### src/design/mst_macros.svh
// Traffic master parameters
`ifndef MST_MACROS_SVH
`define MST_MACROS_SVH

// Bus widths
`define MST_ADDR_W    16
`define MST_DATA_W    32
`define MST_ID_W      8

// ID range and outstanding slots per direction
`define MST_ID_BASE   'h10
`define MST_OSTD      4

// Cycle limit shared by channel stalls and slot lifetimes
`define MST_TIMEOUT   100
`define MST_WQ_DEPTH  8

// Addresses outside this window expect DECERR
`define MST_SLV_START 16'h0000
`define MST_SLV_END   16'h0FFF

`define MST_LFSR_KEY  32'hC0DE_5EED
`define MST_DATA_SALT 32'h5A5A_A5A5

`endif

### src/design/mst_pkg.sv
// Traffic master types
`default_nettype none
`include "mst_macros.svh"

package mst_pkg;

    typedef logic [`MST_ADDR_W-1:0] addr_t;
    typedef logic [`MST_DATA_W-1:0] data_t;
    typedef logic [`MST_ID_W-1:0]   id_t;

    typedef enum logic [1:0] {
        OKAY   = 2'b00,
        EXOKAY = 2'b01,
        SLVERR = 2'b10,
        DECERR = 2'b11
    } axi_resp_e;

    // Direction served by a tracker
    typedef enum logic {
        TXN_WRITE,
        TXN_READ
    } txn_kind_e;

    // AW and AR payload
    typedef struct packed {
        addr_t addr;
        id_t   id;
    } addr_req_t;

    // B and R payload, data is zero on B
    typedef struct packed {
        id_t       id;
        axi_resp_e resp;
        data_t     data;
    } rsp_t;

    // Address copied into both halves of the word, then salted
    function automatic data_t data_of(input addr_t addr);
        return data_t'({addr, addr}) ^ data_t'(`MST_DATA_SALT);
    endfunction

    // Offset compare covers the whole window in one test
    function automatic axi_resp_e resp_of(input addr_t addr);
        addr_t offset;
        offset = addr - addr_t'(`MST_SLV_START);
        return (offset <= addr_t'(`MST_SLV_END - `MST_SLV_START)) ? OKAY : DECERR;
    endfunction

endpackage

`default_nettype wire

### src/design/addr_gen.sv
// Address channel generator
`default_nettype none
`include "mst_macros.svh"

module addr_gen
    import mst_pkg::*;
(
    input  logic                         aclk,
    input  logic                         aresetn,
    input  logic                         en,
    input  addr_t                        addr_min,
    input  addr_t                        addr_max,
    input  logic                         slot_busy,
    input  logic                         hold,
    output logic                         valid,
    input  logic                         ready,
    output addr_req_t                    req,
    output logic [$clog2(`MST_OSTD)-1:0] slot,
    output logic                         stall_err
);

    localparam int SW = $clog2(`MST_OSTD);
    localparam int TW = $clog2(`MST_TIMEOUT + 1);
    localparam logic [TW-1:0] TMO = TW'(`MST_TIMEOUT);

    logic [31:0]   rnd;
    logic [31:0]   shape;
    addr_t         cand;
    addr_t         ramp;
    logic [TW-1:0] stall_cnt;
    logic          accept;

    assign accept = valid & ready;
    assign valid  = shape[0] & en & ~slot_busy & ~hold;

    lfsr32 i_lfsr (
        .aclk    (aclk),
        .aresetn (aresetn),
        .advance (accept),
        .value   (rnd)
    );

    // Aligned random address, the ramp takes over outside the window
    assign cand      = {rnd[`MST_ADDR_W-1:2], 2'b00};
    assign req.addr  = (cand >= addr_min && cand <= addr_max) ? cand : ramp;
    assign req.id    = id_t'(`MST_ID_BASE) + id_t'(slot);
    assign stall_err = (stall_cnt == TMO);

    always_ff @(posedge aclk or negedge aresetn) begin
        if (!aresetn) begin
            shape     <= '0;
            ramp      <= '0;
            slot      <= '0;
            stall_cnt <= '0;
        end else begin
            // Gap shaping, reloaded when drained or after a transfer
            if (en) begin
                if (shape == '0) begin
                    shape <= rnd;
                end else if (!valid) begin
                    shape <= shape >> 1;
                end else if (ready) begin
                    shape <= rnd;
                end
            end
            if (accept) begin
                ramp <= (ramp >= addr_max - addr_t'(16)) ? '0 : ramp + addr_t'(4);
                slot <= (slot == SW'(`MST_OSTD - 1)) ? '0 : slot + 1'b1;
            end
            if (valid && !ready) begin
                if (stall_cnt != TMO) begin
                    stall_cnt <= stall_cnt + 1'b1;
                end
            end else begin
                stall_cnt <= '0;
            end
        end
    end

    a_req_stable: assert property (@(posedge aclk) disable iff (!aresetn)
        (valid && !ready) ##1 en |-> valid && $stable(req));

endmodule

`default_nettype wire

### src/design/lfsr32.sv
// 32-bit Galois LFSR
`default_nettype none
`include "mst_macros.svh"

module lfsr32 (
    input  logic        aclk,
    input  logic        aresetn,
    input  logic        advance,
    output logic [31:0] value
);

    // x^32 + x^22 + x^2 + x + 1
    localparam logic [31:0] TAPS = 32'h8020_0003;

    logic [31:0] feedback;

    assign feedback = value[0] ? TAPS : 32'h0;

    always_ff @(posedge aclk or negedge aresetn) begin
        if (!aresetn) begin
            value <= `MST_LFSR_KEY;
        end else if (advance) begin
            value <= {1'b0, value[31:1]} ^ feedback;
        end
    end

endmodule

`default_nettype wire

### src/design/mst_driver.sv
// AXI4-lite traffic master
`default_nettype none
`include "mst_macros.svh"

module mst_driver
    import mst_pkg::*;
(
    input  logic      aclk,
    input  logic      aresetn,
    input  logic      en,
    input  addr_t     addr_min,
    input  addr_t     addr_max,
    output logic      error,
    output addr_req_t aw,
    output logic      aw_valid,
    input  logic      aw_ready,
    output data_t     w_data,
    output logic      w_valid,
    input  logic      w_ready,
    input  rsp_t      b,
    input  logic      b_valid,
    output logic      b_ready,
    output addr_req_t ar,
    output logic      ar_valid,
    input  logic      ar_ready,
    input  rsp_t      r,
    input  logic      r_valid,
    output logic      r_ready
);

    logic [$clog2(`MST_OSTD)-1:0] aw_slot;
    logic [$clog2(`MST_OSTD)-1:0] ar_slot;
    logic aw_busy;
    logic ar_busy;
    logic q_full;
    logic aw_stall;
    logic w_stall;
    logic ar_stall;
    logic wr_err;
    logic rd_err;

    ////////////////////////////////////////
    // Write path
    ////////////////////////////////////////

    addr_gen i_aw_gen (
        .aclk (aclk), .aresetn (aresetn), .en (en),
        .addr_min (addr_min), .addr_max (addr_max),
        .slot_busy (aw_busy), .hold (q_full),
        .valid (aw_valid), .ready (aw_ready), .req (aw),
        .slot (aw_slot), .stall_err (aw_stall)
    );

    wdata_queue i_wq (
        .aclk (aclk), .aresetn (aresetn), .en (en),
        .push (aw_valid & aw_ready), .push_addr (aw.addr), .full (q_full),
        .valid (w_valid), .ready (w_ready), .data (w_data),
        .stall_err (w_stall)
    );

    or_tracker #(.KIND (TXN_WRITE)) i_wr_trk (
        .aclk (aclk), .aresetn (aresetn), .en (en),
        .req_accept (aw_valid & aw_ready), .req (aw), .req_slot (aw_slot),
        .slot_busy (aw_busy), .rsp_valid (b_valid), .rsp_ready (b_ready),
        .rsp (b), .error (wr_err)
    );

    ////////////////////////////////////////
    // Read path
    ////////////////////////////////////////

    // Reads never wait on write data
    addr_gen i_ar_gen (
        .aclk (aclk), .aresetn (aresetn), .en (en),
        .addr_min (addr_min), .addr_max (addr_max),
        .slot_busy (ar_busy), .hold (1'b0),
        .valid (ar_valid), .ready (ar_ready), .req (ar),
        .slot (ar_slot), .stall_err (ar_stall)
    );

    or_tracker #(.KIND (TXN_READ)) i_rd_trk (
        .aclk (aclk), .aresetn (aresetn), .en (en),
        .req_accept (ar_valid & ar_ready), .req (ar), .req_slot (ar_slot),
        .slot_busy (ar_busy), .rsp_valid (r_valid), .rsp_ready (r_ready),
        .rsp (r), .error (rd_err)
    );

    assign error = en & (aw_stall | w_stall | ar_stall | wr_err | rd_err);

endmodule

`default_nettype wire

### src/design/or_tracker.sv
// Outstanding request tracker
`default_nettype none
`include "mst_macros.svh"

module or_tracker
    import mst_pkg::*;
#(
    parameter txn_kind_e KIND = TXN_WRITE
) (
    input  logic                         aclk,
    input  logic                         aresetn,
    input  logic                         en,
    input  logic                         req_accept,
    input  addr_req_t                    req,
    input  logic [$clog2(`MST_OSTD)-1:0] req_slot,
    output logic                         slot_busy,
    input  logic                         rsp_valid,
    output logic                         rsp_ready,
    input  rsp_t                         rsp,
    output logic                         error
);

    localparam int TW = $clog2(`MST_TIMEOUT + 1);
    localparam logic [TW-1:0] TMO = TW'(`MST_TIMEOUT);

    logic [`MST_OSTD-1:0] busy;
    rsp_t                 exp_q [`MST_OSTD];
    logic [TW-1:0]        age [`MST_OSTD];
    logic [`MST_OSTD-1:0] hit;
    logic [`MST_OSTD-1:0] tmo;
    logic                 bad;
    logic                 chk_err;
    logic [31:0]          rnd;
    logic [31:0]          shape;
    logic                 rsp_hs;

    assign rsp_hs    = rsp_valid & rsp_ready;
    assign rsp_ready = shape[0];
    assign slot_busy = busy[req_slot];
    assign error     = chk_err | (|tmo);

    lfsr32 i_lfsr (
        .aclk    (aclk),
        .aresetn (aresetn),
        .advance (rsp_hs),
        .value   (rnd)
    );

    ////////////////////////////////////////
    // Response matching
    ////////////////////////////////////////

    always_comb begin
        hit = '0;
        bad = 1'b0;
        for (int i = 0; i < `MST_OSTD; i++) begin
            tmo[i] = busy[i] && (age[i] == TMO);
            if (rsp_hs && busy[i] && exp_q[i].id == rsp.id) begin
                hit[i] = 1'b1;
                // Write responses carry no data worth checking
                if (exp_q[i].resp != rsp.resp ||
                    (KIND == TXN_READ && exp_q[i].data != rsp.data)) begin
                    bad = 1'b1;
                end
            end
        end
    end

    always_ff @(posedge aclk) begin
        if (req_accept) begin
            exp_q[req_slot] <= '{id: req.id, resp: resp_of(req.addr), data: data_of(req.addr)};
        end
    end

    ////////////////////////////////////////
    // Slot state and timeouts
    ////////////////////////////////////////

    always_ff @(posedge aclk or negedge aresetn) begin
        if (!aresetn) begin
            busy    <= '0;
            chk_err <= 1'b0;
            for (int i = 0; i < `MST_OSTD; i++) begin
                age[i] <= '0;
            end
        end else begin
            chk_err <= bad;
            for (int i = 0; i < `MST_OSTD; i++) begin
                if (req_accept && int'(req_slot) == i) begin
                    busy[i] <= 1'b1;
                end else if (hit[i]) begin
                    busy[i] <= 1'b0;
                end
                // Lifetime only advances while the master is enabled
                if (!busy[i]) begin
                    age[i] <= '0;
                end else if (en && age[i] != TMO) begin
                    age[i] <= age[i] + 1'b1;
                end
            end
        end
    end

    // Ready shaping keeps draining responses even with en low
    always_ff @(posedge aclk or negedge aresetn) begin
        if (!aresetn) begin
            shape <= '0;
        end else if (shape == '0) begin
            shape <= rnd;
        end else if (!rsp_ready) begin
            shape <= shape >> 1;
        end else if (rsp_valid) begin
            shape <= rnd;
        end
    end

    a_no_reload: assert property (@(posedge aclk) disable iff (!aresetn)
        req_accept |-> !busy[req_slot]);

endmodule

`default_nettype wire

### src/design/wdata_queue.sv
// Write data queue and W channel
`default_nettype none
`include "mst_macros.svh"

module wdata_queue
    import mst_pkg::*;
(
    input  logic  aclk,
    input  logic  aresetn,
    input  logic  en,
    input  logic  push,
    input  addr_t push_addr,
    output logic  full,
    output logic  valid,
    input  logic  ready,
    output data_t data,
    output logic  stall_err
);

    localparam int DEPTH = `MST_WQ_DEPTH;
    localparam int PW = $clog2(DEPTH);
    localparam int TW = $clog2(`MST_TIMEOUT + 1);
    localparam logic [TW-1:0] TMO = TW'(`MST_TIMEOUT);

    data_t         mem [DEPTH];
    logic [PW-1:0] wr_ptr;
    logic [PW-1:0] rd_ptr;
    logic [PW:0]   count;
    logic [31:0]   rnd;
    logic [31:0]   shape;
    logic [TW-1:0] stall_cnt;
    logic          pop;

    assign pop       = valid & ready;
    assign full      = (count == (PW + 1)'(DEPTH));
    assign valid     = shape[0] & en & (count != '0);
    assign data      = mem[rd_ptr];
    assign stall_err = (stall_cnt == TMO);

    lfsr32 i_lfsr (
        .aclk    (aclk),
        .aresetn (aresetn),
        .advance (pop),
        .value   (rnd)
    );

    always_ff @(posedge aclk) begin
        if (push) begin
            mem[wr_ptr] <= data_of(push_addr);
        end
    end

    always_ff @(posedge aclk or negedge aresetn) begin
        if (!aresetn) begin
            wr_ptr    <= '0;
            rd_ptr    <= '0;
            count     <= '0;
            shape     <= '0;
            stall_cnt <= '0;
        end else begin
            wr_ptr <= wr_ptr + PW'(push);
            rd_ptr <= rd_ptr + PW'(pop);
            count  <= count + (PW + 1)'(push) - (PW + 1)'(pop);
            if (en) begin
                if (shape == '0) begin
                    shape <= rnd;
                end else if (!valid) begin
                    shape <= shape >> 1;
                end else if (ready) begin
                    shape <= rnd;
                end
            end
            if (valid && !ready) begin
                if (stall_cnt != TMO) begin
                    stall_cnt <= stall_cnt + 1'b1;
                end
            end else begin
                stall_cnt <= '0;
            end
        end
    end

    // AW generator must hold off while the queue is full
    a_no_overflow: assert property (@(posedge aclk) disable iff (!aresetn)
        push |-> !full);

endmodule

`default_nettype wire

### config.mk
export PLATFORM = sky130hd
export DESIGN_NAME = mst_driver
export DESIGN_NICKNAME = d
export VERILOG_FILES = /design/src/design/mst_pkg.sv /design/src/design/addr_gen.sv /design/src/design/lfsr32.sv /design/src/design/mst_driver.sv /design/src/design/or_tracker.sv /design/src/design/wdata_queue.sv
export VERILOG_INCLUDE_DIRS = /design/src /design/src/design
export SDC_FILE = /design/constraint.sdc
export NUM_CORES = 1
export LEC_CHECK = 0
export BUFFER_PORTS_ARGS = -buffer_cell sky130_fd_sc_hd__buf_4
export CAP_MARGIN = 25
export CORE_MARGIN = 8
export CORE_UTILIZATION = 25
export CTS_BUF_LIST = sky130_fd_sc_hd__clkbuf_2 sky130_fd_sc_hd__clkbuf_4 sky130_fd_sc_hd__clkbuf_8
export DETAILED_ROUTE_END_ITERATION = 8
export HOLD_SLACK_MARGIN = 0.15
export MAX_ROUTING_LAYER = met4
export SLEW_MARGIN = 10
export SYNTH_ARGS = -nofsm -noshare
export SYNTH_HDL_FRONTEND = slang
export SYNTH_HIERARCHICAL = 1
export SYNTH_SLANG_ARGS = --single-unit
### constraint.sdc
create_clock -name aclk -period 7.1 [get_ports aclk]
set_input_delay 1.42 -clock aclk [delete_from_list [all_inputs] [get_ports aclk]]
set_output_delay 1.42 -clock aclk [all_outputs]
set_load 0.005 [all_outputs]
==> qor.yml <==
clkLatencyLatePin_ps: 830
outcome: "complete, no violations"
mostFrequentLayoutCell: "sky130_fd_sc_hd__edfxtp_1"
cts.path.max_buffers: 3
top_layer: "met4"
whs_ps: 495
finalHoldViolations: 0
slew_headroom: 0.312
timing.fmax_ghz: 0.179
synth.ff_latch_count: 905
timing.hold.worst.start: "i_wq/wr_ptr[2]$_DFF_PN0_"
residual_drc_count: 0
drv.max_cap_violation_count: 0
async_reset_ff_frac: 0.496
io_buffer_count: 161
routed_wirelength_um: 104000
synth_warnings: 6
post_drt_via_cell_ratio: 4.41
ff2ff_setup_slack_ps: 3040
cellPowerDensity_nw_per_um2: 273
synthDistinctLibCells: 94
worst_r2r_startpoint: "i_aw_gen/slot[1]$_DFFE_PN0P_"
syn_avg_cell_area_um2: 13.5
antenna_found_initial: 29
holdPathStages: 1
layout.nets: 3666
met3WireLength_um: 4570
ctsHtreeMaxLevel: 4
final_setup_violation_count: 0
initial_utilization: 0.251
final_weighted_congestion_of_routability_driven_global_placement: 0.831
skew_ps: 31.1
grt_setup_unrepaired: "no"
post_cts_resized: 0
yosys-top-cells-area: "sky130_fd_sc_hd__edfxtp_1, sky130_fd_sc_hd__dfrtp_1, sky130_fd_sc_hd__dfstp_2, sky130_fd_sc_hd__mux2_4, sky130_fd_sc_hd__ha_1"
worstSetupPathType: "input pin to primary output"
post-dp-hpwl_um: 70500
die-width_um: 431
placeable_area_um2: 172000
syn_to_final_growth_pct: 15.8
synth_edf_count: 456
rr_worst_depth: 6
antenna_violating_nets_post_route: 0
start_kind: "input pin"
final-max-slew-violation-count: 0
synth.top_cell.area_share: 0.318
dr_total_vias: 25900
largest_net_degree_at_the_start_of_global_routing: 159
core.rowCount: 152
first_pass_iters: 6
grt_pass1_wl_um: 161000
postSynth.topFlopCell: "sky130_fd_sc_hd__edfxtp_1"
postCtsSetupBuffers: 0
clockRootBuffer: "sky130_fd_sc_hd__clkbuf_8"
synth-seq-area-share: 0.581
cts_buffers: 142
tritoncts: "done"
detail_route.iter0.violations: 1581
floorplan.die_area_um2: 186000
critical_path_arrival_ps: 4160
met2WireLength_um: 53700
clock_sinks: 905
detail_route.wirelength.met1_um: 43000
synth_area_leader_cell: "sky130_fd_sc_hd__edfxtp_1"
crit_fanout: 15
endpoint_of_the_worst_register_to_register_path: "i_wq/mem[2][16]$_DFFE_PP_"
ir_drop_mv: 0.199
num-fill-cells: 17500
die_h_um: 431
tns_ps: 0
power.static_leakage_uw: 0.0197
cts_hold_repair.buffers: 0
i_o_pins: 210
route.detailed.wl_per_inst_um: 17.8
cp-end-kind: "primary output"
worst_setup_hold_path_clk_slew_ps: 60
final_cell_mix: "sky130_fd_sc_hd__edfxtp_1, sky130_fd_sc_hd__dfrtp_1, sky130_fd_sc_hd__buf_4"
global_route.overflow_total: 0
post-route-period-util: 0.786
timing.critical_path.required_ps: 5680
synth.cell_area_um2: 43100
min_period_ps: 5580
gr-usage-all-layers: 0.112
worstMarginPinSlew_ps: 1030
layout-drive-gt1-share: 0.255
place_area_um2: 46700
final_design_area_no_fill_um2: 49900
first_global_vias: 26500
hold_path_end: "i_wq/wr_ptr[2]$_DFF_PN0_"
min_path_type: "flop to flop"
synthesis.instances: 3191
-- registers in the layout (all words and copies together) (netlist names), 28 cells and up --
signal / flops
i_wq/shape: 32
i_ar_gen/shape: 32
i_rd_trk/shape: 32
i_ar_gen/i_lfsr/value: 32
i_wr_trk/exp_q: 36
i_rd_trk/age: 28
i_wr_trk/age: 28
i_wq/i_lfsr/value: 32
i_rd_trk/i_lfsr/value: 32
i_aw_gen/i_lfsr/value: 32
i_wq/mem: 256
i_wr_trk/i_lfsr/value: 32
i_wr_trk/shape: 32
i_aw_gen/shape: 32
i_rd_trk/exp_q: 164
-- Yosys cell counts (10+ instances only) --
| library cell | number |
|---|---|
| sky130_fd_sc_hd__buf_6 | 27 |
| sky130_fd_sc_hd__o221a_1 | 32 |
| sky130_fd_sc_hd__xor2_1 | 127 |
| sky130_fd_sc_hd__nor3_1 | 36 |
| sky130_fd_sc_hd__ha_1 | 120 |
| sky130_fd_sc_hd__edfxtp_1 | 456 |
| sky130_fd_sc_hd__o22ai_1 | 31 |
| sky130_fd_sc_hd__nand3_1 | 65 |
| sky130_fd_sc_hd__inv_1 | 163 |
| sky130_fd_sc_hd__mux2_2 | 54 |
| sky130_fd_sc_hd__o211ai_2 | 10 |
| sky130_fd_sc_hd__and3_1 | 19 |
| sky130_fd_sc_hd__mux2_4 | 125 |
| sky130_fd_sc_hd__buf_2 | 20 |
| sky130_fd_sc_hd__dfstp_2 | 95 |
| sky130_fd_sc_hd__nor4_1 | 72 |
| sky130_fd_sc_hd__and2_1 | 43 |
| sky130_fd_sc_hd__or3_1 | 16 |
| sky130_fd_sc_hd__nand2b_1 | 36 |
| sky130_fd_sc_hd__nand2_1 | 187 |
| sky130_fd_sc_hd__o221a_2 | 28 |
| sky130_fd_sc_hd__o21ai_1 | 63 |
| sky130_fd_sc_hd__nor2_1 | 110 |
| sky130_fd_sc_hd__a21oi_1 | 104 |
| sky130_fd_sc_hd__mux4_2 | 66 |
| sky130_fd_sc_hd__xnor2_1 | 171 |
| sky130_fd_sc_hd__a21o_1 | 42 |
| sky130_fd_sc_hd__buf_12 | 14 |
| sky130_fd_sc_hd__buf_4 | 23 |
| sky130_fd_sc_hd__mux2i_1 | 97 |
| sky130_fd_sc_hd__nand4_1 | 78 |
| sky130_fd_sc_hd__dfrtp_1 | 354 |
| sky130_fd_sc_hd__clkbuf_1 | 51 |
| sky130_fd_sc_hd__o21ai_0 | 63 |
| sky130_fd_sc_hd__o211ai_1 | 49 |
-- metrics by stage --
stage	total power (µW)	util	worst slack, ps	cells
floorplan	8520	-	1640	3203
global placement	9010	0.272	1500	5576
detailed placement	9080	0.272	1510	5579
CTS	13800	0.290	1500	5839
global route	14300	0.291	1370	5871
finish	13700	0.291	1520	5872
-- kinds of logic after synthesis --
| kind of cell | share of synthesized area |
|---|---|
| AO/OA/AOI/OAI | 0.0772 |
| XOR/XNOR | 0.0605 |
| adder cells (fa/ha/maj) | 0.0353 |
| buffers and inverters | 0.0417 |
| flip-flops | 0.581 |
| multiplexers | 0.115 |
| other | 0.000435 |
| AND/OR/NAND/NOR | 0.0894 |
-- cell type report --
type / instances / area [µm²] / share of cell area
tap: 2310 / 2890 / 0.0579
clock inverter: 55 / 478 / 0.00957
clock buffer: 205 / 2570 / 0.0515
inverter: 167 / 632 / 0.0127
timing repair buffer: 223 / 1820 / 0.0364
antenna: 25 / 62.6 / 0.00125
multi-input combinational: 1982 / 16400 / 0.329
sequential: 905 / 25100 / 0.502
-- critical path: stages --
cell and delay (ps):
sky130_fd_sc_hd__buf_4 140, sky130_fd_sc_hd__inv_1 50, sky130_fd_sc_hd__ha_1 290, sky130_fd_sc_hd__nand4_1 120, sky130_fd_sc_hd__nor3_1 260, sky130_fd_sc_hd__nand3_1 500
sky130_fd_sc_hd__o21a_2 420, sky130_fd_sc_hd__o211ai_1 700, sky130_fd_sc_hd__buf_4 230
-- how the worst max path moves through the flow --
stage | start | end | slack [ps] | depth (start not counted)
floorplan | en | i_rd_trk/exp_q[0][0]$_DFFE_PP_ | 1640 | 4
global placement | addr_max[14] | ar[18] | 1500 | 9
detailed placement | addr_max[14] | ar[18] | 1510 | 9
CTS | addr_max[14] | ar[18] | 1500 | 9
global route | addr_max[13] | ar[21] | 1370 | 9
finish | addr_max[14] | ar[21] | 1520 | 9
-- per-layer routing --
layer  GRT usage  up-vias
met5           -        -
met4      0.0440        0
met3      0.0223      194
met2       0.192      469
met1       0.130    13000
li1            -    12200
-- power by group --
group / internal (µW) / leakage, µW / switching (µW)
logic: 1260 / 0.00837 / 981
registers: 6130 / 0.00970 / 629
clock network: 2540 / 0.00160 / 2120
total: 9920 / 0.0197 / 3730
(Power assumes the default switching activity.)
